## src/rtl/lcd_geom_pkg.sv

```systemverilog
package lcd_geom_pkg;

  // Panel and character grid
  localparam int SCREEN_W = 320;
  localparam int SCREEN_H = 240;
  localparam int CELL_PX  = 8;    // Square cells, one glyph byte per row

  localparam int TEXT_COLS  = SCREEN_W / CELL_PX;     // 40
  localparam int TEXT_ROWS  = SCREEN_H / CELL_PX;     // 30
  localparam int TEXT_CELLS = TEXT_COLS * TEXT_ROWS;  // 1200
  localparam int FONT_BYTES = 1024;                   // 128 glyphs x 8 rows

  localparam logic [7:0] CMD_RAMWR = 8'h2C;  // Memory write command

  typedef logic [15:0] rgb565_t;
  typedef logic [10:0] text_addr_t;
  typedef logic [9:0]  font_addr_t;  // {code[6:0], glyph row}

  // Colours after reset
  localparam rgb565_t FG0_RESET = 16'hFD20;  // Orange
  localparam rgb565_t BG0_RESET = 16'h000F;  // Navy
  localparam rgb565_t FG1_RESET = 16'h07FF;  // Cyan
  localparam rgb565_t BG1_RESET = 16'h000F;  // Navy

  typedef struct packed {
    logic       is_cmd;  // Command byte, coordinates unused
    logic [8:0] x;       // 0..319, outer loop
    logic [7:0] y;       // 0..239, inner loop
  } scan_tok_t;

  typedef struct packed {
    scan_tok_t  scan;
    logic [7:0] code;   // Bit 7 selects colour set 1
  } char_tok_t;

  typedef struct packed {
    char_tok_t  ch;
    logic [7:0] glyph;  // Glyph row, MSB is the leftmost pixel
  } glyph_tok_t;

  typedef struct packed {
    rgb565_t fg0;
    rgb565_t bg0;
    rgb565_t fg1;
    rgb565_t bg1;
  } palette_t;

endpackage

```

## src/rtl/frame_scanner.sv

```systemverilog
`timescale 1ns/1ps

module frame_scanner import lcd_geom_pkg::*; (
  input  logic      clk,
  input  logic      reset_button,
  input  logic      lcd_fmark,
  output scan_tok_t tok,
  output logic      tok_valid,
  input  logic      tok_ready,
  output logic      frame_busy
);

  typedef enum logic [1:0] {
    ST_IDLE,  // Waiting for a frame mark
    ST_CMD,   // Offering the command token
    ST_SCAN   // Walking the pixels
  } state_e;

  state_e     state;
  logic       fmark_s1;
  logic       fmark_s2;
  logic [8:0] x_cnt;
  logic [7:0] y_cnt;
  logic       last_x;
  logic       last_y;

  // Two flop synchroniser for the panel frame mark
  always_ff @(posedge clk) begin
    if (reset_button) begin
      fmark_s1 <= 1'b0;
      fmark_s2 <= 1'b0;
    end else begin
      fmark_s1 <= lcd_fmark;
      fmark_s2 <= fmark_s1;
    end
  end

  assign last_x = (x_cnt == 9'(SCREEN_W - 1));
  assign last_y = (y_cnt == 8'(SCREEN_H - 1));

  // Counters only move when the token is taken
  always_ff @(posedge clk) begin
    if (reset_button) begin
      state <= ST_IDLE;
      x_cnt <= '0;
      y_cnt <= '0;
    end else begin
      case (state)
        ST_IDLE: if (fmark_s2) begin  // Marks ignored outside idle
          state <= ST_CMD;
          x_cnt <= '0;
          y_cnt <= '0;
        end
        ST_CMD: if (tok_ready) state <= ST_SCAN;
        ST_SCAN: if (tok_ready) begin
          if (last_y) begin
            y_cnt <= '0;
            if (last_x) state <= ST_IDLE;  // Pixel (319, 239) gone
            else        x_cnt <= x_cnt + 9'd1;
          end else begin
            y_cnt <= y_cnt + 8'd1;  // y is the inner loop
          end
        end
        default: state <= ST_IDLE;
      endcase
    end
  end

  assign tok_valid  = (state != ST_IDLE);
  assign frame_busy = (state != ST_IDLE);
  assign tok        = '{is_cmd: (state == ST_CMD), x: x_cnt, y: y_cnt};

endmodule

```

## config.mk

```make
export PLATFORM = sky130hd
export DESIGN_NAME = frame_scanner
export DESIGN_NICKNAME = d
export VERILOG_FILES = /design/src/rtl/lcd_geom_pkg.sv /design/src/rtl/frame_scanner.sv
export SDC_FILE = /design/constraint.sdc
export NUM_CORES = 1
export LEC_CHECK = 0
export ABC_AREA = 1
export BUFFER_PORTS_ARGS = -buffer_cell sky130_fd_sc_hd__buf_2
export CAP_MARGIN = 30
export CORE_AREA = 2 2 55 57
export CTS_CLUSTER_SIZE = 20
export DETAILED_ROUTE_END_ITERATION = 8
export DIE_AREA = 0 0 57 59
export HOLD_SLACK_MARGIN = 0.15
export PLACE_DENSITY = 0.67
export SYNTH_ARGS = -nofsm -noshare
export SYNTH_HDL_FRONTEND = slang
export SYNTH_SLANG_ARGS = --single-unit
```

## constraint.sdc

```tcl
create_clock -name clk -period 1.37 [get_ports clk]
set_input_delay 0.0685 -clock clk [delete_from_list [all_inputs] [get_ports clk]]
set_output_delay 0.0685 -clock clk [all_outputs]
set_load 0.1 [all_outputs]
```

==> results.py <==
metrics = {
    "final_layout": {
        "antenna_cells": 0,
        "filler_cell_count": 262,
        "syn_to_final_growth_pct": 39.1,
        "multi_input_area_um2": 757,
        "fin_area_um2": 1650,
        "final_util": 0.610,
        "final_nets": 218,
        "register_area_um2": 472,
        "final_common_cell": "nand2_1",
        "drive_gt1_frac": 0.427,
        "instances_no_fill": 242,
        "layout_common_cells": "41 x nand2_1, 23 x nor2_1, 20 x buf_2, 17 x inv_1, 13 x a21oi_1",
    },
    "place": {
        "dp_cells": 230,
        "dp_hpwl_um": 1940,
        "place_worst_setup_slack_ns": 0.0229,
        "portBuffers": 23,
        "place_congestion": 0.826,
        "placed_cell_area_um2": 1520,
    },
    "die": {
        "rows": 19,
        "ios": 24,
        "start_util": 0.439,
        "die_area_um2": 3360,
        "die_x_um": 57,
        "die_y_um": 59,
        "core_area_um2": 2710,
    },
    "power_and_ir_drop": {
        "ir_drop_mv": 0.527,
        "power.leakage_nw": 0.660,
        "sw_frac_of_total": 0.299,
        "intPower_mw": 0.772,
        "power_frac_seq": 0.552,
        "power.total_mw": 1.10,
        "power_density_nw_per_um2": 666,
        "p_sw_mw": 0.329,
        "clock_power_share": 0.269,
        "pwr-share-comb": 0.179,
    },
    "clock_network": {
        "htree_levels": 1,
        "clock-sinks": 21,
        "cts_made_buffers": 3,
        "cts_buffer_depth": 2,
        "cts_root_buf": "clkbuf_4",
        "cts_tree": "built",
        "clk_pin_slew_worst_paths_ns": 0.12,
        "clk_latency_ns": 0.30,
    },
    "sta": {
        "slew_violations": 0,
        "tightest_slew_ns": 0.487,
        "fin_crit_sh": 1.01,
        "fin_ws_ns": -0.0158,
        "period_needed_ns": 1.39,
        "hold_violations": 0,
        "fmax_ghz": 0.722,
        "relSlewSlack": 0.678,
        "fin_setup_tns_ns": -0.0336,
        "whs_ns": 0.423,
        "finClkSkew_ns": 0.00560,
        "setup_violations": 3,
        "rsz0062_at_grt": "true",
    },
    "drt": {
        "drt-wirelength-per-cell_um": 10.5,
        "firstDrtPassIters": 4,
        "vias": 1146,
        "detail_route.iter0.violations": 44,
        "wirelength_um": 2540,
        "via_per_inst": 4.74,
        "drtAntennaViolNets": 0,
        "drc": 0,
    },
    "yosys": {
        "ys_seq_elements": 21,
        "ys_seq_area_frac": 0.354,
        "syn-num-nets": 180,
        "yosysWarnings": 0,
        "yosysUniqueCellTypes": 26,
        "synth_cells": 174,
        "avgSynthCellArea_um2": 6.83,
        "netlist_area_um2": 1190,
    },
    "hold_path": {
        "hold_start": "fmark_s1$_SDFF_PP0_",
        "worstHoldPathType": "flip-flop to flip-flop",
    },
    "setup_path": {
        "worst_setup_path_end_kind": "flip-flop",
        "critPathMostFrequentCell": "nand2_4",
        "slowest_stage": "dfxtp_4",
        "crit_chain": "ha_4 -> nand2_4 -> nor2_4 -> nand2_4 -> nand2_4 -> nand2_4 -> nor2_4 -> nand2_1 -> a21oi_1",
        "worstSetupPathType": "flip-flop to flip-flop",
        "rr_startpoint": "y_cnt[0]$_SDFFE_PP0P_",
        "cp_data_arrival_time_ns": 1.63,
        "crit_path_max_fanout": 5,
        "critPathLaunchType": "flip-flop",
        "startpoint": "y_cnt[0]$_SDFFE_PP0P_",
        "cp.required_ns": 1.61,
        "crit_path_max_incr_delay_ns": 0.39,
    },
    "status": {
        "violations": "setup timing",
        "status": "finished with violations",
    },
    "global_routing": {
        "grt_pass1_wl_um": 4320,
        "antenna_found_initial": 0,
        "grt_max_degree": 13,
        "gr-usage-all-layers": 0.161,
        "gr-total-overflow": 0,
        "grt_pass1_vias": 998,
    },
    "job": {
        "cap_violations": 0,
    },
}
## power groups by stage
stage          logic [mW]  registers [mW]  clock network, mW
6_report            0.197           0.607              0.296
5_1_grt             0.210           0.609              0.342
4_1_cts             0.194           0.608              0.317
3_5_place_dp        0.184           0.622                  0
3_3_place_gp        0.183           0.621                  0
2_1_floorplan       0.118           0.647                  0
## worst paths after layout
path                            to  slack [ns]  cells after the start
min            fmark_s2$_SDFF_PP0_        0.42                      2
min reg2reg    fmark_s2$_SDFF_PP0_        0.42                      2
max          x_cnt[2]$_SDFFE_PP0P_       -0.02                      9
max reg2reg  x_cnt[2]$_SDFFE_PP0P_       -0.02                      9
## sequential cells by signal, summed over array words and instances (netlist names)
name	cells
x_cnt	9
y_cnt	8
state	2
fmark_s1	1
fmark_s2	1
## layout make-up
cell class | instances | share of cell area
Clock buffer | 3 | 0.0136
Clock inverter | 1 | 0.00303
Sequential cell | 21 | 0.285
Timing Repair Buffer | 35 | 0.157
Multi-Input combinational cell | 127 | 0.458
Tap cell | 31 | 0.0235
Inverter | 24 | 0.0590
## cells by family after synthesis
family	Yosys count	synth area share
DFF	21	0.354
xor gates and xnor gates	5	0.0368
buffers and inverters	26	0.0853
AOI/OAI and AO/OA	26	0.140
and+or+nand+nor	94	0.363
adders and majority gates	2	0.0210
## layer usage
layer  routed length (µm)  track usage
met4                   26       0.0598
met2                 1210        0.266
met5                    0            0
met1                 1220        0.212
met3                   79       0.0262
## synth_stat cells
library cell / n / area [µm²]
clkbuf_1: 1 / 3.75
nand4_1: 1 / 6.26
nor2_2: 1 / 6.26
a21oi_2: 1 / 8.76
o21ai_4: 1 / 16.3
xnor2_1: 2 / 17.5
nor2_4: 2 / 22.5
nand3_1: 6 / 30.0
nor3_1: 1 / 5.00
nor2_1: 26 / 97.6
ha_1: 2 / 25.0
or2_0: 2 / 12.5
o21ai_2: 2 / 17.5
a21oi_4: 1 / 16.3
nand2_1: 46 / 173
a21oi_1: 15 / 75.1
nor3_2: 2 / 20.0
inv_1: 19 / 71.3
nand2_2: 4 / 25.0
o211ai_1: 1 / 7.51
o21ai_0: 5 / 25.0
nand2_4: 3 / 33.8
xor2_1: 3 / 26.3
dfxtp_1: 21 / 420
inv_2: 5 / 18.8
buf_4: 1 / 7.51
## worst max-delay path: cells and delay by family (launching register included)
kind | cells | cell delay, ns
AO/OA/AOI/OAI | 1 | 0.13
adder cells (fa/ha/maj) | 1 | 0.14
flip-flops | 1 | 0.39
AND/OR/NAND/NOR | 7 | 0.68
## what timing repair did
action,CTS,global route
endpoints found under the hold margin,11,0
pin swaps,0,7
resized for setup,1,10
hold buffers,4,0
setup endpoints to repair,1,16
setup buffers,0,4
No activity file was read; power rests on OpenSTA's default activity.
