### config.mk
export PLATFORM = sky130hd
export DESIGN_NAME = pixel_serializer
export DESIGN_NICKNAME = d
export VERILOG_FILES = /design/src/rtl/lcd_geom_pkg.sv /design/src/rtl/pixel_serializer.sv
export SDC_FILE = /design/constraint.sdc
export NUM_CORES = 1
export LEC_CHECK = 0
export ABC_AREA = 1
export BUFFER_PORTS_ARGS = -buffer_cell sky130_fd_sc_hd__buf_2
export CAP_MARGIN = 10
export CORE_MARGIN = 3
export CORE_UTILIZATION = 41
export DETAILED_ROUTE_END_ITERATION = 12
export PLACE_DENSITY = 0.95
export SLEW_MARGIN = 0
export SYNTH_ARGS = -nofsm -noshare
export SYNTH_HDL_FRONTEND = slang
export SYNTH_SLANG_ARGS = --single-unit
### constraint.sdc
create_clock -name clk -period 2.65 [get_ports clk]
set_input_delay 0.1325 -clock clk [delete_from_list [all_inputs] [get_ports clk]]
set_output_delay 0.1325 -clock clk [all_outputs]
set_load 0.005 [all_outputs]
### src/rtl/lcd_geom_pkg.sv
package lcd_geom_pkg;

  // Panel and character grid
  localparam int SCREEN_W = 320;
  localparam int SCREEN_H = 240;
  localparam int CELL_PX  = 8;    // Square cells, one glyph byte per row

  localparam int TEXT_COLS  = SCREEN_W / CELL_PX;     // 40
  localparam int TEXT_ROWS  = SCREEN_H / CELL_PX;     // 30
  localparam int TEXT_CELLS = TEXT_COLS * TEXT_ROWS;  // 1200
  localparam int FONT_BYTES = 1024;                   // 128 glyphs x 8 rows

  localparam logic [7:0] CMD_RAMWR = 8'h2C;  // Memory write command

  typedef logic [15:0] rgb565_t;
  typedef logic [10:0] text_addr_t;
  typedef logic [9:0]  font_addr_t;  // {code[6:0], glyph row}

  // Colours after reset
  localparam rgb565_t FG0_RESET = 16'hFD20;  // Orange
  localparam rgb565_t BG0_RESET = 16'h000F;  // Navy
  localparam rgb565_t FG1_RESET = 16'h07FF;  // Cyan
  localparam rgb565_t BG1_RESET = 16'h000F;  // Navy

  typedef struct packed {
    logic       is_cmd;  // Command byte, coordinates unused
    logic [8:0] x;       // 0..319, outer loop
    logic [7:0] y;       // 0..239, inner loop
  } scan_tok_t;

  typedef struct packed {
    scan_tok_t  scan;
    logic [7:0] code;   // Bit 7 selects colour set 1
  } char_tok_t;

  typedef struct packed {
    char_tok_t  ch;
    logic [7:0] glyph;  // Glyph row, MSB is the leftmost pixel
  } glyph_tok_t;

  typedef struct packed {
    rgb565_t fg0;
    rgb565_t bg0;
    rgb565_t fg1;
    rgb565_t bg1;
  } palette_t;

endpackage

### src/rtl/pixel_serializer.sv
`timescale 1ns/1ps

module pixel_serializer import lcd_geom_pkg::*; (
  input  logic       clk,
  input  logic       reset_button,
  input  palette_t   palette,
  input  glyph_tok_t in_tok,
  input  logic       in_valid,
  output logic       in_ready,
  output logic [7:0] lcd_d,
  output logic       lcd_rs,     // Low for command, high for data
  output logic       lcd_valid,
  input  logic       lcd_ready
);

  logic    busy_q;     // A token is being sent
  logic    phase_q;    // 0 high byte, 1 low byte
  logic    cmd_q;
  rgb565_t pix_q;
  logic    glyph_bit;
  logic    set1;
  rgb565_t pix_next;
  logic    last_byte;
  logic    take;

  // Leftmost pixel sits in glyph bit 7
  assign glyph_bit = in_tok.glyph[3'd7 - in_tok.ch.scan.x[2:0]];
  assign set1      = in_tok.ch.code[7];

  always_comb begin
    case ({set1, glyph_bit})
      2'b00:   pix_next = palette.bg0;
      2'b01:   pix_next = palette.fg0;
      2'b10:   pix_next = palette.bg1;
      default: pix_next = palette.fg1;
    endcase
  end

  assign last_byte = cmd_q || phase_q;  // Command is a single byte
  assign in_ready  = !busy_q || (lcd_ready && last_byte);
  assign take      = in_valid && in_ready;

  always_ff @(posedge clk) begin
    if (reset_button) begin
      busy_q  <= 1'b0;
      phase_q <= 1'b0;
    end else if (take) begin
      busy_q  <= 1'b1;
      phase_q <= 1'b0;
    end else if (busy_q && lcd_ready) begin
      if (last_byte) busy_q  <= 1'b0;
      else           phase_q <= 1'b1;
    end
  end

  // Colour sampled once per pixel
  always_ff @(posedge clk) begin
    if (take) begin
      cmd_q <= in_tok.ch.scan.is_cmd;
      pix_q <= pix_next;
    end
  end

  assign lcd_valid = busy_q;
  assign lcd_rs    = !cmd_q;
  assign lcd_d     = cmd_q ? CMD_RAMWR : (phase_q ? pix_q[7:0] : pix_q[15:8]);

endmodule

==> flow_metrics.py, run 1 <==
metrics = {
    "route": {
        "firstDrtPassIters": 5,
        "wl_per_cell_um": 13.0,
        "drt_iter0_drc": 99,
        "wirelength_um": 3940,
        "via_per_inst": 5.19,
        "post-route-drc-count": 0,
        "vias": 1568,
        "ant_nets": 0,
    },
    "clock_tree": {
        "cts_buffers": 3,
        "root_buffer": "clkbuf_4",
        "path_clk_slew_ns": 0.10,
        "cts_tree": "done",
        "clock_path_buffers": 2,
        "htreeDepth": 1,
        "clock-sinks": 19,
        "cts_resized": 0,
        "clk_latency_ns": 0.29,
        "post_cts_buffers": 0,
        "cts_hold_buf": 1,
    },
    "worst_setup_path": {
        "cpPeakStageDelay_ns": 0.52,
        "r2r_slack_ns": 1.21,
        "start_kind": "register",
        "rr_startpoint": "phase_q",
        "cp_slowest_cell": "dfxtp_1",
        "crit_arrival_ns": 1.37,
        "crit_chain": "inv_1 > nor2_1 > nor2_1 > buf_2",
        "rr_worst_depth": 3,
        "crit_required_ns": 2.52,
        "endpoint_kind": "output pin",
        "cp_max_fo": 11,
        "worstSetupPathType": "reg -> out",
        "r2r_end": "pix_q[13]",
        "worst_path_most_repeated_cell": "nor2_1",
    },
    "timing": {
        "setup_violations": 0,
        "rsz0062_at_grt": "no",
        "period_share": 0.567,
        "slew_viol_final": 0,
        "worst_pin_slew_ns": 0.625,
        "fin_crit_ns": 1.50,
        "slew_headroom": 0.583,
        "hold_viol": 0,
        "fin_setup_tns_ns": 0,
        "clock.fmax_mhz": 666,
        "clock_skew_ns": 0.00518,
    },
    "global_route": {
        "grt_first_pass_wirelength_um": 6120,
        "grt_pass1_vias": 1379,
        "antenna_found_initial": 0,
        "grt_max_degree": 35,
        "grt_overflow": 0,
        "grt_use_total": 0.191,
    },
    "cells_and_area": {
        "drive_gt1_frac": 0.395,
        "layout_commonest_cell": "buf_2",
        "multi_input_area_um2": 677,
        "regArea_um2": 551,
        "utilization": 0.596,
        "nets": 361,
        "nFillCells": 290,
        "final_cell_mix": "buf_2 (91), nand3_1 (37), nand4_1 (32)",
        "num_antenna_cells": 0,
        "area_growth_pct": 36.8,
    },
    "synth": {
        "avgSynthCellArea_um2": 7.86,
        "yosys.cell_types.count": 22,
        "syn_nets": 274,
        "ys_seq_elements": 19,
        "synth_cells": 172,
        "ys_seq_area_frac": 0.407,
        "yosysWarnings": 0,
        "synth_top_area_cell": "edfxtp_1",
        "syn_area_um2": 1350,
        "synthTopCellsByArea": "edfxtp_1 (38%), nand4_1 (15%), nand3_1 (14%)",
        "netlist.area_leader.share": 0.378,
    },
    "die": {
        "start_util": 0.435,
        "rows": 20,
        "dieArea_um2": 4020,
        "core_um2": 3100,
        "die_h_um": 63.4,
        "io_pins": 113,
        "fp.dieW_um": 63.4,
    },
    "power_and_ir_drop": {
        "power_mw": 0.735,
        "p_leak_nw": 0.887,
        "peakVddDrop_v": 0.000187,
        "power_density_nw_per_um2": 398,
    },
    "hold_path": {
        "hold_class": "in -> reg",
        "hp-start": "in_valid",
        "min_path_cells": 3,
        "hold_end": "lcd_valid",
    },
    "run": {
        "drv_cap": 0,
    },
    "placement": {
        "place.gp.congestion": 0.805,
        "dp_hpwl_um": 3080,
        "io_buffer_count": 91,
    },
    "run_status": {
        "status": "complete, no violations",
    },
}
[registers in the layout, summed over array words and instances, names as in the netlist]
signal	cells
cmd_q	1
lcd_valid	1
pix_q	16
phase_q	1
[stage by stage]
step                      setup WS (ns)  hold slack (ns)  area, µm²  instances
final                              1.15           0.0826       1850        302
after CTS                          1.14          0.00190       1840        301
after detailed placement          0.958            0.313       1800        296
after floorplan                   0.913            0.202       1350        172
after global placement            0.999            0.308       1800        296
after global routing               1.02           0.0881       1850        302
[layer usage]
| layer | vias up | GRT usage | share of wire |
|---|---|---|---|
| li1 | 796 | - | - |
| met1 | 712 | 0.256 | 0.40 |
| met2 | 58 | 0.325 | 0.53 |
| met3 | 2 | 0.0232 | 0.061 |
| met4 | 0 | 0.0485 | 0.0038 |
| met5 | - | 0 | 0 |
[power by group]
group          leakage [nW]  internal [mW]  switching [mW]
Sequential            0.182          0.364         0.00880
Combinational         0.690         0.0956           0.125
Clock                0.0150         0.0586          0.0835
Total                 0.887          0.518           0.217
[cell type report]
cell class / instances / share of cell area
flip-flops and latches: 19 / 0.298
inverters: 15 / 0.0305
well taps: 44 / 0.0298
repair buffers: 94 / 0.261
clock buffers: 4 / 0.0142
multi-input cells: 126 / 0.366
[cell usage after synthesis]
cell type and n:
nor2_1 10, nand2_1 31, buf_6 1, a21oi_1 2, inv_1 13, dfxtp_1 2, buf_2 3, nand3_1 37
o21ai_0 6, buf_1 2, a31oi_1 1, nand3_4 2, nand2_4 1, edfxtp_1 17, nand3_2 2, clkinv_1 1
clkbuf_1 3, inv_2 1, nand4_1 32, nor2_8 1, buf_4 3, nor3_1 1
[worst max-delay path, delay by kind of cell (launching register included)]
| kind | cells | cell delay, ns |
|---|---|---|
| DFF | 1 | 0.52 |
| buffers and inverters | 2 | 0.33 |
| and+or+nand+nor | 2 | 0.22 |
[how the worst max path moves through the flow]
stage | from | endpoint | depth (start not counted)
final | phase_q | lcd_d[4] | 4
after global routing | phase_q | lcd_d[4] | 4
after CTS | phase_q | lcd_d[4] | 4
after detailed placement | in_tok[24] | pix_q[10] | 9
after global placement | in_tok[24] | pix_q[10] | 9
after floorplan | cmd_q | cmd_q | 2
[cell families after synthesis]
group	after synthesis	synth area share
AOI/OAI and AO/OA	9	0.0343
DFF	19	0.407
buffers and inverters	27	0.0917
and+or+nand+nor	117	0.467
Note: power is estimated with default switching activity, not from simulation.
==> inputs of run 2 (changes only) <==
--- a/config.mk
+++ b/config.mk
@@ -5,13 +5,13 @@
 export SDC_FILE = /design/constraint.sdc
 export NUM_CORES = 1
 export LEC_CHECK = 0
-export ABC_AREA = 1
+export ABC_AREA = 0
 export BUFFER_PORTS_ARGS = -buffer_cell sky130_fd_sc_hd__buf_2
 export CAP_MARGIN = 10
 export CORE_MARGIN = 3
-export CORE_UTILIZATION = 41
+export CORE_UTILIZATION = 33
 export DETAILED_ROUTE_END_ITERATION = 12
-export PLACE_DENSITY = 0.95
+export PLACE_DENSITY = 0.86
 export SLEW_MARGIN = 0
 export SYNTH_ARGS = -nofsm -noshare
 export SYNTH_HDL_FRONTEND = slang
==> constraint.sdc (replaced) <==
create_clock -name clk -period 1.2 [get_ports clk]
set_input_delay 0.06 -clock clk [delete_from_list [all_inputs] [get_ports clk]]
set_output_delay 0.06 -clock clk [all_outputs]
set_load 0.005 [all_outputs]
==> run 2 against run 1 <==
Against the previous run:
- the flow now finishes with violations (negative setup slack)
- global-route usage is 5.1 points lower
- critical endpoint is now pix_q[3]
- sequential cell count did not move
- largest power group unchanged
- hold slack improved by 0.035 ns
- cell count down 29%
- via count decreased by 32%
- clock skew shrank 0.0033 ns
- first-iteration DRC count down 72%
- routed wire length fell by 20%
- die area increased by 12%
==> flow_metrics.py, run 2 <==
metrics = {
    "run_status": {
        "status": "finished with violations",
        "violations": "negative setup slack",
    },
    "placement": {
        "dp_hpwl_um": 2710,
        "io_buffer_count": 91,
        "place.gp.congestion": 0.710,
        "place_area_um2": 1820,
    },
    "clock_tree": {
        "htreeDepth": 1,
        "root_buffer": "clkbuf_8",
        "cts_buffers": 3,
        "cts_tree": "done",
        "clock-sinks": 19,
        "clock_path_buffers": 2,
        "path_clk_slew_ns": 0.07,
        "clk_latency_ns": 0.25,
        "post_cts_buffers": 0,
    },
    "die": {
        "fp.dieW_um": 67.0,
        "core_um2": 3470,
        "io_pins": 113,
        "rows": 21,
        "dieArea_um2": 4490,
        "start_util": 0.354,
        "die_h_um": 67.0,
    },
    "timing": {
        "setup_violations": 19,
        "worst_pin_slew_ns": 0.247,
        "slew_headroom": 0.835,
        "clock.fmax_mhz": 770,
        "setup_ws_ns": -0.0987,
        "clock_skew_ns": 0.00193,
        "fin_crit_ns": 1.30,
        "period_share": 1.08,
        "rsz0062_at_grt": "yes",
        "slew_viol_final": 0,
        "hold_viol": 0,
    },
    "synth": {
        "netlist.area_leader.share": 0.416,
        "yosysWarnings": 0,
        "syn_area_um2": 1230,
        "synthTopCellsByArea": "edfxtp_1 (42%), mux4_1 (34%), mux2i_1 (6.5%)",
        "ys_seq_elements": 19,
        "synth_common_cells": "edfxtp_1 (17), mux4_1 (16), mux2i_1 (8), nor2_1 (6), nand2_1 (4)",
        "synth_top_area_cell": "edfxtp_1",
        "async_reset_ff_frac": 0,
        "syn_nets": 172,
        "ys.flop_type": "edfxtp_1",
        "avgSynthCellArea_um2": 17.5,
        "yosysMostFrequentCell": "edfxtp_1",
        "yosys.cell_types.count": 16,
        "synth_cells": 70,
        "ys_seq_area_frac": 0.449,
        "synth_edf_count": 17,
    },
    "run": {
        "drv_cap": 0,
    },
    "route": {
        "via_per_inst": 4.99,
        "post-route-drc-count": 0,
        "wl_per_cell_um": 14.7,
        "firstDrtPassIters": 4,
        "vias": 1067,
        "wirelength_um": 3150,
        "drt_iter0_drc": 28,
        "ant_nets": 0,
    },
    "hold_path": {
        "hold_end": "phase_q",
        "hp-start": "lcd_ready",
        "hold_class": "in -> reg",
        "min_path_cells": 3,
    },
    "worst_setup_path": {
        "r2r_slack_ns": 0.10,
        "worstSetupPathType": "in -> reg",
        "r2r_end": "pix_q[8]",
        "start_kind": "primary input",
        "crit_required_ns": 1.19,
        "endpoint_kind": "register",
        "crit_arrival_ns": 1.29,
        "cp_max_fo": 16,
        "rr_startpoint": "cmd_q",
        "rr_worst_depth": 3,
    },
    "global_route": {
        "grt_first_pass_wirelength_um": 4600,
        "grt_overflow": 0,
        "grt_pass1_vias": 1053,
        "antenna_found_initial": 0,
        "grt_use_total": 0.140,
        "grt_max_degree": 18,
    },
    "cells_and_area": {
        "fin_area_um2": 1920,
        "num_antenna_cells": 0,
        "multi_input_area_um2": 682,
        "regArea_um2": 554,
        "nFillCells": 300,
        "nets": 271,
        "final_cell_mix": "buf_2 (90), edfxtp_1 (17), mux4_1 (14)",
        "largest_register_ffs": 16,
        "area_growth_pct": 56.6,
        "regMostFlops": "pix_q",
        "layout_commonest_cell": "buf_2",
        "drive_gt1_frac": 0.685,
    },
    "power_and_ir_drop": {
        "power_density_nw_per_um2": 899,
        "peakVddDrop_v": 0.000399,
        "p_leak_nw": 0.869,
        "power_mw": 1.73,
    },
}
==> run 2: changes by cell type after synthesis, moves of 3 or more <==
cell     change
buf_4        -3
buf_2        -3
nand3_1     -36
nand2_1     -27
mux2i_1      +8
nor2_1       -4
mux4_1      +16
nand4_1     -32
inv_1       -11
o21ai_0      -4
==> run 2: worst max-delay path by stage <==
stage	start	slack, ns	end
final	in_tok[24]	-0.1	pix_q[3]
after global routing	in_tok[24]	-0.13	pix_q[3]
after CTS	in_tok[24]	-0.15	pix_q[9]
after detailed placement	in_tok[24]	-0.42	pix_q[9]
after global placement	in_tok[24]	-0.36	pix_q[10]
after floorplan	in_tok[24]	-0.28	pix_q[10]
==> run 2: cell families (layout without fill, tap and decap cells) <==
kind of cell    count (synthesis)  in the layout  synth area share
simple gates                   12             12            0.0397
compound gates                  5              5            0.0204
buf+inv                         7            105            0.0285
flops                          19             19             0.449
mux                            27             27             0.463
==> run 2: where the power goes <==
part / internal (mW) / switching [mW]
clock network: 0.235 / 0.189
logic: 0.306 / 0.164
registers: 0.802 / 0.0311
==> run 2: routing by layer <==
layer | share of wire | GRT usage | vias to the layer above
met5 | 0 | 0 | -
met4 | 0.014 | 0.0506 | 0
met3 | 0.084 | 0.0287 | 6
met2 | 0.55 | 0.261 | 62
met1 | 0.35 | 0.153 | 497
li1 | - | - | 502
==> run 2: worst max-delay path, stage by stage <==
cell and delay [ns]:
buf_8 0.08, mux4_2 0.51, mux2i_4 0.18, buf_12 0.16
mux4_2 0.30
==> run 2: cell type report <==
| class | count | share of cell area |
|---|---|---|
| well taps | 46 | 0.0299 |
| inverters | 2 | 0.00391 |
| repair buffers | 99 | 0.299 |
| clock buffers | 4 | 0.0234 |
| multi-input cells | 44 | 0.355 |
| flip-flops and latches | 19 | 0.288 |
==> run 2: timing repair <==
action / 4_1_cts / 5_1_grt
gates resized for setup: 2 / 14
gates cloned: 0 / 0
hold endpoints to repair: 3 / 0
hold buffers: 2 / 0
endpoints found under the setup margin: 24 / 25
==> run 2: metrics by stage <==
| step | std cells | hold slack [ns] | utilization | setup TNS (ns) | setup slack (ns) |
|---|---|---|---|---|---|
| global route | 214 | 0.125 | 0.554 | -2.22 | -0.126 |
| floorplan | 70 | 0.129 | - | -4.55 | -0.284 |
| CTS | 214 | 0.110 | 0.544 | -2.25 | -0.149 |
| detailed placement | 208 | 0.241 | 0.524 | -6.25 | -0.418 |
| finish | 214 | 0.117 | 0.554 | -1.23 | -0.0987 |
| global placement | 208 | 0.237 | 0.524 | -5.77 | -0.364 |
