**config.mk**
```make
export PLATFORM = sky130hd
export DESIGN_NAME = host_reg_file
export DESIGN_NICKNAME = d
export VERILOG_FILES = /design/src/rtl/lcd_geom_pkg.sv /design/src/rtl/host_regs_pkg.sv /design/src/rtl/host_reg_file.sv
export SDC_FILE = /design/constraint.sdc
export NUM_CORES = 1
export LEC_CHECK = 0
export BUFFER_PORTS_ARGS = -buffer_cell sky130_fd_sc_hd__buf_2
export CAP_MARGIN = 5
export CORE_ASPECT_RATIO = 1.75
export CORE_MARGIN = 2
export CORE_UTILIZATION = 50
export DETAILED_ROUTE_END_ITERATION = 8
export HOLD_SLACK_MARGIN = 0.08
export PLACE_DENSITY = 0.87
export SYNTH_ARGS = -nofsm -noshare
export SYNTH_HDL_FRONTEND = slang
export SYNTH_SLANG_ARGS = --single-unit
```
**constraint.sdc**
```tcl
create_clock -name clk -period 1.6 [get_ports clk]
set_input_delay 0.32 -clock clk [delete_from_list [all_inputs] [get_ports clk]]
set_output_delay 0.32 -clock clk [all_outputs]
set_load 0.05 [all_outputs]
```
**src/rtl/lcd_geom_pkg.sv**
```systemverilog
package lcd_geom_pkg;

  // Panel and character grid
  localparam int SCREEN_W = 320;
  localparam int SCREEN_H = 240;
  localparam int CELL_PX  = 8;    // Square cells, one glyph byte per row

  localparam int TEXT_COLS  = SCREEN_W / CELL_PX;     // 40
  localparam int TEXT_ROWS  = SCREEN_H / CELL_PX;     // 30
  localparam int TEXT_CELLS = TEXT_COLS * TEXT_ROWS;  // 1200
  localparam int FONT_BYTES = 1024;                   // 128 glyphs x 8 rows

  localparam logic [7:0] CMD_RAMWR = 8'h2C;  // Memory write command

  typedef logic [15:0] rgb565_t;
  typedef logic [10:0] text_addr_t;
  typedef logic [9:0]  font_addr_t;  // {code[6:0], glyph row}

  // Colours after reset
  localparam rgb565_t FG0_RESET = 16'hFD20;  // Orange
  localparam rgb565_t BG0_RESET = 16'h000F;  // Navy
  localparam rgb565_t FG1_RESET = 16'h07FF;  // Cyan
  localparam rgb565_t BG1_RESET = 16'h000F;  // Navy

  typedef struct packed {
    logic       is_cmd;  // Command byte, coordinates unused
    logic [8:0] x;       // 0..319, outer loop
    logic [7:0] y;       // 0..239, inner loop
  } scan_tok_t;

  typedef struct packed {
    scan_tok_t  scan;
    logic [7:0] code;   // Bit 7 selects colour set 1
  } char_tok_t;

  typedef struct packed {
    char_tok_t  ch;
    logic [7:0] glyph;  // Glyph row, MSB is the leftmost pixel
  } glyph_tok_t;

  typedef struct packed {
    rgb565_t fg0;
    rgb565_t bg0;
    rgb565_t fg1;
    rgb565_t bg1;
  } palette_t;

endpackage

```
**src/rtl/host_regs_pkg.sv**
```systemverilog
package host_regs_pkg;

  localparam int HOST_IDX_W = 11;  // Wide enough for the text buffer

  // Host write targets
  typedef enum logic [2:0] {
    SEL_TEXT,  // Text buffer byte
    SEL_FONT,  // Font byte
    SEL_FG0,
    SEL_BG0,
    SEL_FG1,
    SEL_BG1
  } reg_sel_e;

  typedef struct packed {
    logic                  valid;
    reg_sel_e              sel;
    logic [HOST_IDX_W-1:0] index;  // Text or font index
    logic [15:0]           data;   // Memories take the low byte
  } host_wr_t;

  // Byte write into one of the stage memories
  typedef struct packed {
    logic                  valid;
    logic [HOST_IDX_W-1:0] addr;
    logic [7:0]            data;
  } mem_wr_t;

endpackage

```
**src/rtl/host_reg_file.sv**
```systemverilog
`timescale 1ns/1ps

module host_reg_file import lcd_geom_pkg::*, host_regs_pkg::*; (
  input  logic     clk,
  input  logic     reset_button,
  input  host_wr_t host_wr,
  output mem_wr_t  text_wr,  // To the text buffer in char_fetch
  output mem_wr_t  font_wr,  // To the font memory in glyph_fetch
  output palette_t palette
);

  palette_t palette_q;

  // Memory strobes, written at the same edge as the colour registers
  always_comb begin
    text_wr.valid = host_wr.valid && (host_wr.sel == SEL_TEXT);
    text_wr.addr  = host_wr.index;
    text_wr.data  = host_wr.data[7:0];

    font_wr.valid = host_wr.valid && (host_wr.sel == SEL_FONT);
    font_wr.addr  = host_wr.index;  // Font index in the low 10 bits
    font_wr.data  = host_wr.data[7:0];
  end

  always_ff @(posedge clk) begin
    if (reset_button) begin
      palette_q.fg0 <= FG0_RESET;
      palette_q.bg0 <= BG0_RESET;
      palette_q.fg1 <= FG1_RESET;
      palette_q.bg1 <= BG1_RESET;
    end else if (host_wr.valid) begin
      case (host_wr.sel)
        SEL_FG0: palette_q.fg0 <= host_wr.data;
        SEL_BG0: palette_q.bg0 <= host_wr.data;
        SEL_FG1: palette_q.fg1 <= host_wr.data;
        SEL_BG1: palette_q.bg1 <= host_wr.data;
        default: ;  // Memory writes go out on the strobes
      endcase
    end
  end

  assign palette = palette_q;

endmodule

```
==> results.txt, run 1 <==
----------------------------------------------------
[Clock network]
  Number of buffers on the longest clock path ... 2
  Clk pin slew, worst setup/hold paths ... 70 ps
  Number of buffers inserted for hold repair after clock tree synthesis ... 0
  Post-CTS repair timing setup buffer count ... 0
  CTS Sinks ... 64
  Number of clock buffers inserted by TritonCTS ... 9
  Cell at the root of the clock tree ... sky130_fd_sc_hd__clkbuf_8
  Resized cells post-CTS ... 0
  H-Tree Level Count ... 3
  Clock tree from TritonCTS ... yes
  Worst-Skew Late Latency ... 330 ps

[Floorplanning]
  Height of the die ... around 100 um
  Die Area ... 6460 um2
  Count of boundary I/O pins ... 137
  Effective utilization at floorplan ... 52.0%
  Number of placement rows ... 36
  Placeable Area ... 5590 um2
  Width of the chip ... 61.6 um

[Pwr]
  Areal power density over the cells ... just under 1000 nW/um2
  Reported leakage power ... 0.00161 uW
  IR drop worst, VDD ... 531 uV
  Overall power after layout ... 3290 uW

[Min path]
  Class of the worst hold path ... in2reg

[Worst setup path]
  Number of cell instances on the worst register-to-register path ... 2
  Largest fanout on the critical path ... 8
  Startpoint type of the worst setup path ... input port
  Data required time of the worst path ... 1280 ps
  Type of destination of the critical path ... primary output
  Start of the worst register-to-register path ... palette[15]$_SDFFE_PP0P_
  Worst-case register-to-register setup slack ... 950 ps
  Crit path kind ... in2out
  Timing startpoint of the critical path ... host_wr[28]
  Reg2reg end ... palette[15]$_SDFFE_PP0P_
  Worst Path Arrival ... 1020 ps
  End of the critical path ... text_wr[19]

[STA]
  Max-slew violation count ... 0
  Clock period minus final worst setup slack ... 1340 ps
  Transition time at the pin with the least slew margin ... between 300 and 400 ps
  Unrepaired setup endpoints after global routing ... false
  Final total negative setup slack ... 0 ps
  Total setup violations reported at the end of the flow ... 0
  Worst slew margin relative to its limit ... roughly three quarters
  Total count of hold-check failures in the final report ... 0
  Final Cycle Share ... roughly 83%
  Maximum clock skew at final layout ... 0 ps
  Max frequency ... roughly 0.75 GHz

[Logic synthesis]
  Cell variety after synth ... 14
  Synthesized instance count ... 288
  Cell types occupying the most area after synthesis ... sky130_fd_sc_hd__dfxtp_1, sky130_fd_sc_hd__mux2i_1, sky130_fd_sc_hd__nand2b_1, sky130_fd_sc_hd__buf_4, sky130_fd_sc_hd__nor2_1
  Synthesized area divided by synthesized cell count ... just over 10 um2
  Cell type with the largest total area after synthesis ... sky130_fd_sc_hd__dfxtp_1
  Synth warn ... 0
  Fraction of the yosys area taken by sequential cells ... ~44%
  Post-synthesis cell area ... 2900 um2
  Proportion of netlist area held by the largest area contributor ... 44.1%
  Flip-flop and latch count after synthesis ... 64
  Synthesized Nets ... between 300 and 400

[Cells and area]
  Share of final-layout standard cells stronger than drive strength 1 ... 35.4%
  Layout fillers ... 487
  Number of flip-flops under the largest register name ... 64
  Antenna diode instance count ... 0
  Area growth, synth to finish ... 15.6%
  Multi-input gate area in the final layout ... 1240 um2
  Nets ... 384
  Area occupied by registers ... 1280 um2
  Post-Layout Inst Area ... approximately 3400 um2
  Final cell count without fillers ... 432

[Global routing]
  Antenna violations before repair ... 0
  Global route total overflow ... 0
  Maximum number of pins on one net before global-route repair ... 97
  Via count of the first global-routing pass ... 1962
  First-pass GRT wire length ... 8870 um
  Tot GR Track Use ... between 10% and 20%

[Placed design]
  HPWL after detailed placement ... a little over 4000 um
  Number of I/O port buffers ... 103
  Final weighted congestion in routability-driven placement ... 0.700
  Instance area at placement ... 3190 um2
  Placed cell count ... approximately 420

[Routing]
  Post-route DRC ... 0
  Antenna Violating Nets Remaining ... 0
  Via-to-Cell Ratio ... 4.77
  Wire length per cell after detailed routing ... between 10 and 15 um
  Via count of the routed design ... 2059
  Aggregate routed wire length ... 5710 um
  Starting DRT DRC Count ... 74
  TritonRoute pass-1 iters ... 4

[Flow run]
  Max_cap viols ... 0

[Outcome]
  Result of the run ... finished clean

----------------------------------------------------
through the flow:
stage / worst slack [ps] / hold slack [ps] / utilization, %
3_3_place_gp: 278 / 457 / 57.1
6_report: 264 / 255 / 60.1
3_5_place_dp: 261 / 458 / 57.1
2_1_floorplan: 309 / 475 / -
5_1_grt: 237 / 266 / 60.1
4_1_cts: 262 / 238 / 60.1
synthesized netlist by cell type:
cell type                   instances
sky130_fd_sc_hd__and4b_1            1
sky130_fd_sc_hd__and4bb_2           3
sky130_fd_sc_hd__buf_12             1
sky130_fd_sc_hd__buf_2              8
sky130_fd_sc_hd__buf_4             40
sky130_fd_sc_hd__buf_6              2
sky130_fd_sc_hd__clkbuf_1           5
sky130_fd_sc_hd__dfxtp_1           64
sky130_fd_sc_hd__mux2i_1           64
sky130_fd_sc_hd__nand2b_1          53
sky130_fd_sc_hd__nand4b_1           1
sky130_fd_sc_hd__nand4bb_1          2
sky130_fd_sc_hd__nor2_1            43
sky130_fd_sc_hd__nor4b_1            1
routing by layer:
layer  track usage, %  up-vias  part of all wire [%]
met5                0        -                     0
met4             12.2        0                   2.9
met3             5.07       22                   5.2
met2             30.2       67                    52
met1             20.4      947                    39
li1                 -     1023                     -
layout by cell type (no fill, tap or decap), types with 3 or more instances in the layout:
master,synthesis,layout
sky130_fd_sc_hd__and4bb_2,3,3
sky130_fd_sc_hd__buf_2,8,103
sky130_fd_sc_hd__buf_4,40,3
sky130_fd_sc_hd__clkbuf_8,0,10
sky130_fd_sc_hd__clkinv_2,0,4
sky130_fd_sc_hd__dfxtp_1,64,64
sky130_fd_sc_hd__mux2i_1,64,64
sky130_fd_sc_hd__nand2b_1,53,53
sky130_fd_sc_hd__nor2_1,43,43
how the worst min path moves through the flow:
stage                                         from                        to  slack, ps  cells after the start
after floorplan                         host_wr[3]  palette[51]$_SDFFE_PP0P_        470                      2
after global placement    palette[28]$_SDFFE_PP0P_  palette[28]$_SDFFE_PP0P_        460                      2
after detailed placement  palette[46]$_SDFFE_PP0P_  palette[46]$_SDFFE_PP0P_        460                      2
after CTS                              host_wr[14]  palette[62]$_SDFFE_PP1P_        240                      3
after global routing                   host_wr[15]  palette[63]$_SDFFE_PP1P_        270                      3
final                                   host_wr[9]  palette[25]$_SDFFE_PP1P_        260                      3
logic make-up after synthesis:
group | synth area share [%]
buf+inv | 13.8
flops | 44.1
mux | 22.1
simple gates | 20.0
cell type report:
class	instances	area share, %
flip-flops and latches	64	38.2
multi-input cells	168	36.8
repair buffers	108	17.2
clock buffers	12	4.33
well taps	76	2.83
clock inverters	4	0.597
critical path, cell delays in order:
cell and delay (ps):
sky130_fd_sc_hd__buf_2 140, sky130_fd_sc_hd__nor4b_4 260, sky130_fd_sc_hd__buf_2 290
power by group:
part | switching (uW) | internal [uW] | total (uW) | leakage, uW
Clock | 572 | 594 | 1170 | 0.0000899
Sequential | 17.2 | 1630 | 1650 | 0.000519
Combinational | 336 | 137 | 473 | 0.000999
(Power assumes the default switching activity.)
==> run 2, diff against run 1 <==
--- a/config.mk
+++ b/config.mk
@@ -9,10 +9,10 @@
 export CAP_MARGIN = 5
 export CORE_ASPECT_RATIO = 1.75
 export CORE_MARGIN = 2
-export CORE_UTILIZATION = 50
+export CORE_UTILIZATION = 42
 export DETAILED_ROUTE_END_ITERATION = 8
 export HOLD_SLACK_MARGIN = 0.08
-export PLACE_DENSITY = 0.87
+export PLACE_DENSITY = 0.78
 export SYNTH_ARGS = -nofsm -noshare
 export SYNTH_HDL_FRONTEND = slang
 export SYNTH_SLANG_ARGS = --single-unit
==> constraint.sdc (replaced) <==
create_clock -name clk -period 1.2 [get_ports clk]
set_input_delay 0.24 -clock clk [delete_from_list [all_inputs] [get_ports clk]]
set_output_delay 0.24 -clock clk [all_outputs]
set_load 0.05 [all_outputs]
==> results.txt, run 2 (synthesis results as in run 1) <==
----------------------------------------------------
[Floorplanning]
  Die Area ... 7620 um2 (+18%)
  Number of placement rows ... 40 (+11%)
  Effective utilization at floorplan ... 43.0% (-9.0 points)
  Height of the die ... 114 um (+8.8%)
  Placeable Area ... 6760 um2 (+21%)
  Count of boundary I/O pins ... 137 (unchanged)
  Width of the chip ... 66.9 um (+8.5%)

[Clock network]
  Number of buffers on the longest clock path ... 2 (unchanged)
  Cell at the root of the clock tree ... sky130_fd_sc_hd__clkbuf_16
  Clk pin slew, worst setup/hold paths ... 50 ps (-20 ps)
  Clock tree from TritonCTS ... yes
  Number of buffers inserted for hold repair after clock tree synthesis ... 0 (unchanged)
  Number of clock buffers inserted by TritonCTS ... 9 (unchanged)
  Worst-Skew Late Latency ... 320 ps (about the same)
  CTS Sinks ... 64 (unchanged)
  Post-CTS repair timing setup buffer count ... 0 (unchanged)
  H-Tree Level Count ... 3 (unchanged)

[Worst setup path]
  Startpoint type of the worst setup path ... register
  Worst Path Arrival ... 940 ps (-80 ps)
  Slowest-stage cell, CP ... sky130_fd_sc_hd__dfxtp_1
  Type of destination of the critical path ... primary output
  Delay of the slowest critical-path stage ... 340 ps (+50 ps)
  Data required time of the worst path ... 960 ps (-320 ps)
  Top delay family on crit path ... flip-flops
  Number of buffers and inverters on the critical path ... 1 (-1)
  Largest fanout on the critical path ... 2 (-6)
  Cell-by-cell trace of the critical path ... buf_2
  Crit path kind ... reg2out

[STA]
  Total count of hold-check failures in the final report ... 0 (unchanged)
  Total setup violations reported at the end of the flow ... 0 (unchanged)
  Final Cycle Share ... 98.0%
  Transition time at the pin with the least slew margin ... 265 ps (-104 ps)
  Worst hold margin ... 193 ps (-62.1 ps)
  Unrepaired setup endpoints after global routing ... false
  Max-slew violation count ... 0 (unchanged)
  Maximum clock skew at final layout ... 0 ps (unchanged)
  Worst slew margin relative to its limit ... 82.4% (+7.1 points)
  Clock period minus final worst setup slack ... ~1200 ps
  Final total negative setup slack ... 0 ps (unchanged)
  Max frequency ... 0.850 GHz

[Outcome]
  Result of the run ... finished clean

[Cells and area]
  Layout fillers ... 642 (+32%)
  Number of flip-flops under the largest register name ... 64 (unchanged)
  Nets ... 388 (+1.0%)
  Commonest cells after routing, fill and taps aside ... sky130_fd_sc_hd__buf_2, sky130_fd_sc_hd__mux2i_1, sky130_fd_sc_hd__dfxtp_1
  Share of final-layout standard cells stronger than drive strength 1 ... 36.7% (+1.3 points)
  Antenna diode instance count ... 0 (unchanged)
  Most common cell after layout, fill and taps aside ... sky130_fd_sc_hd__buf_2
  Area growth, synth to finish ... 26.6%

[Global routing]
  Tot GR Track Use ... 16.3% (-2.4 points)
  Antenna violations before repair ... 0 (unchanged)
  Maximum number of pins on one net before global-route repair ... 53 (-45%)
  Global route total overflow ... 0 (unchanged)
  First-pass GRT wire length ... 9040 um (+1.9%)
  Via count of the first global-routing pass ... 1911 (-2.6%)

[Routing]
  Antenna Violating Nets Remaining ... 0 (unchanged)
  Met2 Routed Length ... 3200 um (+6.7%)
  Aggregate routed wire length ... 6120 um (+7.2%)
  Wire length per cell after detailed routing ... 13.8 um (+4.3%)
  Detailed-route wire length on metal 1 ... 2390 um (+6.3%)
  Uppermost signal routing layer after detailed routing ... met4
  Starting DRT DRC Count ... 54 (-27%)
  Post-route DRC ... 0 (unchanged)
  TritonRoute pass-1 iters ... 4 (unchanged)
  Via count of the routed design ... 2067 (+0.39%)
  Via-to-Cell Ratio ... 4.66 (-2.3%)
  Routed wl met3 ... 340 um (+15%)

[Pwr]
  Reported leakage power ... 0.00172 uW (+7.2%)
  IR drop worst, VDD ... 934 uV (+76%)
  Areal power density over the cells ... 1610 nW/um2 (+64%)
  Overall power after layout ... 5900 uW (+80%)

[Min path]
  Class of the worst hold path ... in2reg

[Flow run]
  Max_cap viols ... 0 (unchanged)

[Placed design]
  HPWL after detailed placement ... 4470 um (+8.4%)
  Number of I/O port buffers ... 103 (unchanged)
  Final weighted congestion in routability-driven placement ... 0.759 (+8.3%)

----------------------------------------------------
[run 2: cell count changes in the layout (fill, tap and decap cells not counted), sizes merged]
cell	previous run	this run
buf	108	95
clkinvlp	0	1
bufinv	0	3
clkbuf	12	28
clkinv	4	1
[run 2: per-stage QoR]
step                      cells  instance area (um2)  util [%]  worst slack, ps
after floorplan             288                 2920         -             68.5
after global placement      428                 3270      48.4             31.8
after detailed placement    428                 3270      48.4             6.26
after CTS                   444                 3630      53.8            0.924
after global routing        444                 3680      54.4            0.539
final                       444                 3680      54.4             24.0
[run 2: cell type report]
cell class | instances | area [um2] | share of cell area, %
Sequential cell | 64 | 1280 | 34.9
Multi-Input combinational cell | 168 | 1240 | 33.6
Clock inverter | 5 | 103 | 2.79
Clock buffer | 11 | 253 | 6.88
Timing Repair Buffer | 112 | 698 | 19.0
Tap cell | 84 | 105 | 2.86
[run 2: power breakdown]
part / internal, uW / total [uW] / leakage, uW / switching [uW]
clock network: 2140 / 3050 / 0.000172 / 910
logic: 203 / 656 / 0.00103 / 454
registers: 2170 / 2200 / 0.000519 / 24.1
[run 2: timing repair]
action	CTS	global route
setup endpoints to repair	4	17
endpoints found under the hold margin	0	0
gates resized for setup	4	17
[run 2: per-layer routing]
layer,GRT usage (%),vias up
li1,-,1032
met1,17.4,953
met2,27.3,60
met3,3.65,22
met4,12.2,0
met5,0,-
[run 2: path summary, 6_finish.rpt]
kind | start | end | slack, ps | cells past startpoint
hold reg to reg | palette[11]$_SDFFE_PP0P_ | palette[11]$_SDFFE_PP0P_ | 470 | 2
setup / recovery | palette[2]$_SDFFE_PP1P_ | palette[2] | 20 | 1
setup reg to reg | palette[8]$_SDFFE_PP0P_ | palette[8]$_SDFFE_PP0P_ | 550 | 2
hold / removal | host_wr[15] | palette[63]$_SDFFE_PP1P_ | 190 | 3
==> run 3, diff against run 2 <==
--- a/config.mk
+++ b/config.mk
@@ -5,11 +5,12 @@
 export SDC_FILE = /design/constraint.sdc
 export NUM_CORES = 1
 export LEC_CHECK = 0
+export ABC_AREA = 1
 export BUFFER_PORTS_ARGS = -buffer_cell sky130_fd_sc_hd__buf_2
 export CAP_MARGIN = 5
 export CORE_ASPECT_RATIO = 1.75
 export CORE_MARGIN = 2
-export CORE_UTILIZATION = 42
+export CORE_UTILIZATION = 41
 export DETAILED_ROUTE_END_ITERATION = 8
 export HOLD_SLACK_MARGIN = 0.08
 export PLACE_DENSITY = 0.78
==> constraint.sdc (replaced) <==
create_clock -name clk -period 1 [get_ports clk]
set_input_delay 0.2 -clock clk [delete_from_list [all_inputs] [get_ports clk]]
set_output_delay 0.2 -clock clk [all_outputs]
set_load 0.05 [all_outputs]
==> results.txt, run 3 <==
----------------------------------------------------
[Outcome]
  Result of the run ... finished, violations left
  Violated checks ... setup timing

[Placed design]
  HPWL after detailed placement ... 5480 um (+23%)
  Final weighted congestion in routability-driven placement ... 0.895 (+18%)
  Number of I/O port buffers ... 103 (unchanged)
  Worst slack at placement ... -153 ps (-159 ps)

[Floorplanning]
  Number of placement rows ... 39 (-2.5%)
  Height of the die ... 113 um (-0.98%)
  Count of boundary I/O pins ... 137 (unchanged)
  Effective utilization at floorplan ... 42.5% (-0.50 points)
  Die Area ... 7480 um2 (-1.9%)
  Placeable Area ... 6540 um2 (-3.2%)
  Width of the chip ... 66.2 um (-0.95%)

[Routing]
  Via-to-Cell Ratio ... 4.94 (+6.0%)
  Post-route DRC ... 0 (unchanged)
  Starting DRT DRC Count ... 86 (+59%)
  Aggregate routed wire length ... 8050 um (+32%)
  Via count of the routed design ... 2804 (+36%)
  Antenna Violating Nets Remaining ... 0 (unchanged)
  TritonRoute pass-1 iters ... 4 (unchanged)
  Wire length per cell after detailed routing ... 14.2 um (+2.8%)

[Flow run]
  Max_cap viols ... 0 (unchanged)

[Logic synthesis]
  Synthesized Nets ... 423 (+32%)
  Post-synth EDFFs ... 0 (unchanged)
  Synth warn ... 0 (unchanged)
  Most instantiated cells after synthesis ... sky130_fd_sc_hd__nand2_1, sky130_fd_sc_hd__nor2_1, sky130_fd_sc_hd__dfxtp_1, sky130_fd_sc_hd__nand3_1, sky130_fd_sc_hd__buf_4
  Cell variety after synth ... 12 (-2)
  Proportion of netlist area held by the largest area contributor ... 46.1% (+2.0 points)
  Most used standard cell by instance count after synthesis ... sky130_fd_sc_hd__nand2_1
  Cell types occupying the most area after synthesis ... sky130_fd_sc_hd__dfxtp_1, sky130_fd_sc_hd__nand2_1, sky130_fd_sc_hd__nand3_1, sky130_fd_sc_hd__buf_4, sky130_fd_sc_hd__nor2_1
  Synthesized area divided by synthesized cell count ... 7.12 um2 (-29%)
  Main synth FF type ... sky130_fd_sc_hd__dfxtp_1
  Synthesized instance count ... 390 (+35%)
  Post-synthesis cell area ... 2780 um2 (-4.4%)
  Flip-flop and latch count after synthesis ... 64 (unchanged)
  Synth async-reset ratio ... 0% (unchanged)
  Cell type with the largest total area after synthesis ... sky130_fd_sc_hd__dfxtp_1
  Fraction of the yosys area taken by sequential cells ... 46.1% (+2.0 points)

[Pwr]
  Proportion of power drawn by flip-flops and latches ... 39.8% (+2.5 points)
  Share of total power in the clock network ... 41.6% (-10 points)
  Internal power ... 4980 uW (+10%)
  Areal power density over the cells ... 1590 nW/um2 (-0.90%)
  Combinational power share ... 18.6% (+7.5 points)
  Reported leakage power ... 0.00210 uW (+22%)
  Overall power after layout ... 6900 uW (+17%)
  Switch Pwr ... 1920 uW (+39%)
  Switching Share ... 27.9% (+4.4 points)
  IR drop worst, VDD ... 1030 uV (+10%)

[Worst setup path]
  Type of destination of the critical path ... primary output
  Slowest-stage cell, CP ... sky130_fd_sc_hd__dfxtp_2
  Delay of the slowest critical-path stage ... 360 ps (+20 ps)
  Start of the worst register-to-register path ... palette[28]$_SDFFE_PP0P_
  Worst Path Arrival ... 840 ps (-100 ps)
  Largest fanout on the critical path ... 2 (unchanged)
  Number of cell instances on the worst register-to-register path ... 4 (+2)
  Data required time of the worst path ... 800 ps (-160 ps)
  Worst-case register-to-register setup slack ... 160 ps (-390 ps)
  Top delay family on crit path ... flip-flops
  Startpoint type of the worst setup path ... register
  Reg2reg end ... palette[28]$_SDFFE_PP0P_
  Crit path kind ... reg2out
  Number of buffers and inverters on the critical path ... 1 (unchanged)
  Cell-by-cell trace of the critical path ... buf_8

[Min path]
  Launch instance of the worst min-delay path ... host_wr[14]
  Hold-critical path depth ... 3 (unchanged)
  Class of the worst hold path ... in2reg
  Worst min-delay path endpoint ... palette[62]$_SDFFE_PP1P_

[Clock network]
  CTS Sinks ... 64 (unchanged)
  H-Tree Level Count ... 3 (unchanged)
  Number of clock buffers inserted by TritonCTS ... 9 (unchanged)
  Clock tree from TritonCTS ... yes
  Number of buffers on the longest clock path ... 2 (unchanged)
  Clk pin slew, worst setup/hold paths ... 50 ps (about the same)
  Worst-Skew Late Latency ... 330 ps (about the same)
  Cell at the root of the clock tree ... sky130_fd_sc_hd__clkbuf_16

[Global routing]
  Tot GR Track Use ... 22.5% (+6.2 points)
  First-pass GRT wire length ... 12800 um (+41%)
  Maximum number of pins on one net before global-route repair ... 40 (-25%)
  Via count of the first global-routing pass ... 2748 (+44%)
  Antenna violations before repair ... 0 (unchanged)
  Global route total overflow ... 0 (unchanged)

[Cells and area]
  Area growth, synth to finish ... 56.1%
  Commonest cells after routing, fill and taps aside ... sky130_fd_sc_hd__nand2_1, sky130_fd_sc_hd__nor2_1, sky130_fd_sc_hd__nand3_1
  Antenna diode instance count ... 0 (unchanged)
  Share of final-layout standard cells stronger than drive strength 1 ... 46.7% (+10 points)
  Number of flip-flops under the largest register name ... 64 (unchanged)
  Utilization after layout ... 66.3% (+12 points)
  Nets ... 516 (+33%)
  Most common cell after layout, fill and taps aside ... sky130_fd_sc_hd__nand2_1
  Multi-input gate area in the final layout ... 1070 um2 (-13%)
  Layout fillers ... 505 (-21%)
  Area occupied by registers ... 1360 um2 (+6.4%)

[STA]
  Final total negative setup slack ... -1150 ps (-1150 ps)
  Final Cycle Share ... 104%
  Transition time at the pin with the least slew margin ... 287 ps (+22.1 ps)
  Max-slew violation count ... 0 (unchanged)
  Worst hold margin ... 94.9 ps (-98.1 ps)
  Clock period minus final worst setup slack ... 1040 ps
  Total setup violations reported at the end of the flow ... 64 (+64)
  Max frequency ... around 0.97 GHz
  Maximum clock skew at final layout ... 0 ps (unchanged)
  Final critical-path setup slack ... -35.1 ps (-59.1 ps)
  Unrepaired setup endpoints after global routing ... true
  Worst slew margin relative to its limit ... 80.8% (-1.7 points)
  Total count of hold-check failures in the final report ... 0 (unchanged)

----------------------------------------------------
run 3: cell types whose count changed after synthesis, moves of 3 or more:
cell / change
sky130_fd_sc_hd__nand3_1: +64
sky130_fd_sc_hd__nand2b_1: -53
sky130_fd_sc_hd__inv_1: +20
sky130_fd_sc_hd__nor2_1: +36
sky130_fd_sc_hd__and4bb_2: -3
sky130_fd_sc_hd__nand2_1: +101
sky130_fd_sc_hd__nor2_4: +3
sky130_fd_sc_hd__inv_2: +3
sky130_fd_sc_hd__mux2i_1: -64
run 3: worst max-delay path by stage:
stage	slack (ps)	from	to	cells past startpoint
detailed placement	-150	host_wr[30]	palette[39]$_SDFFE_PP0P_	7
floorplan	-70	host_wr[29]	font_wr[19]	3
CTS	-40	palette[52]$_SDFFE_PP0P_	palette[52]	1
global route	-40	palette[24]$_SDFFE_PP1P_	palette[24]	1
finish	-40	palette[52]$_SDFFE_PP0P_	palette[52]	1
global placement	-110	host_wr[29]	font_wr[19]	5
run 3: what timing repair did:
action,in CTS,in global routing
setup buffers,8,4
hold buffers,0,0
setup endpoints to repair,66,66
resized for setup,233,29
run 3: per-layer routing:
layer	GRT usage [%]	up-vias	wire length, um
met1	22.2	1270	2780
met2	38.8	130	4210
met5	0	-	0
met3	4.57	53	449
met4	18.6	0	610
li1	-	1351	-
run 3: cells by family (layout without fill, tap and decap cells):
| family | count (synthesis) | after routing | synth area share, % |
|---|---|---|---|
| and+or+nand+nor | 249 | 249 | 37.5 |
| buffers and inverters | 77 | 173 | 16.4 |
| DFF | 64 | 64 | 46.1 |
run 3: final cells by class:
cell class	count	share of cell area [%]
inverter	23	1.99
tap	82	2.37
multi-input combinational	249	24.7
timing repair buffer	136	33.2
sequential	64	31.4
clock buffer	14	6.32
run 3: per-stage QoR:
step,std cells,cell area (um2)
floorplan,390,2780
global route,568,4340
detailed placement,542,3240
finish,568,4340
CTS,564,4200
global placement,542,3240
run 3: worst register-to-register path: cells and delay by family, from the launching register on:
family / cells / cell delay, ps
DFF: 1 / 330
buffers and inverters: 2 / 240
and+or+nand+nor: 2 / 160
run 3: power groups by stage:
stage | combinational, uW | sequential [uW] | clock (uW)
floorplan | 712 | 3050 | 0
finish | 1280 | 2750 | 2870
global route | 1360 | 2750 | 2980
detailed placement | 1060 | 2740 | 0
global placement | 1050 | 2740 | 0
CTS | 1230 | 2740 | 2890
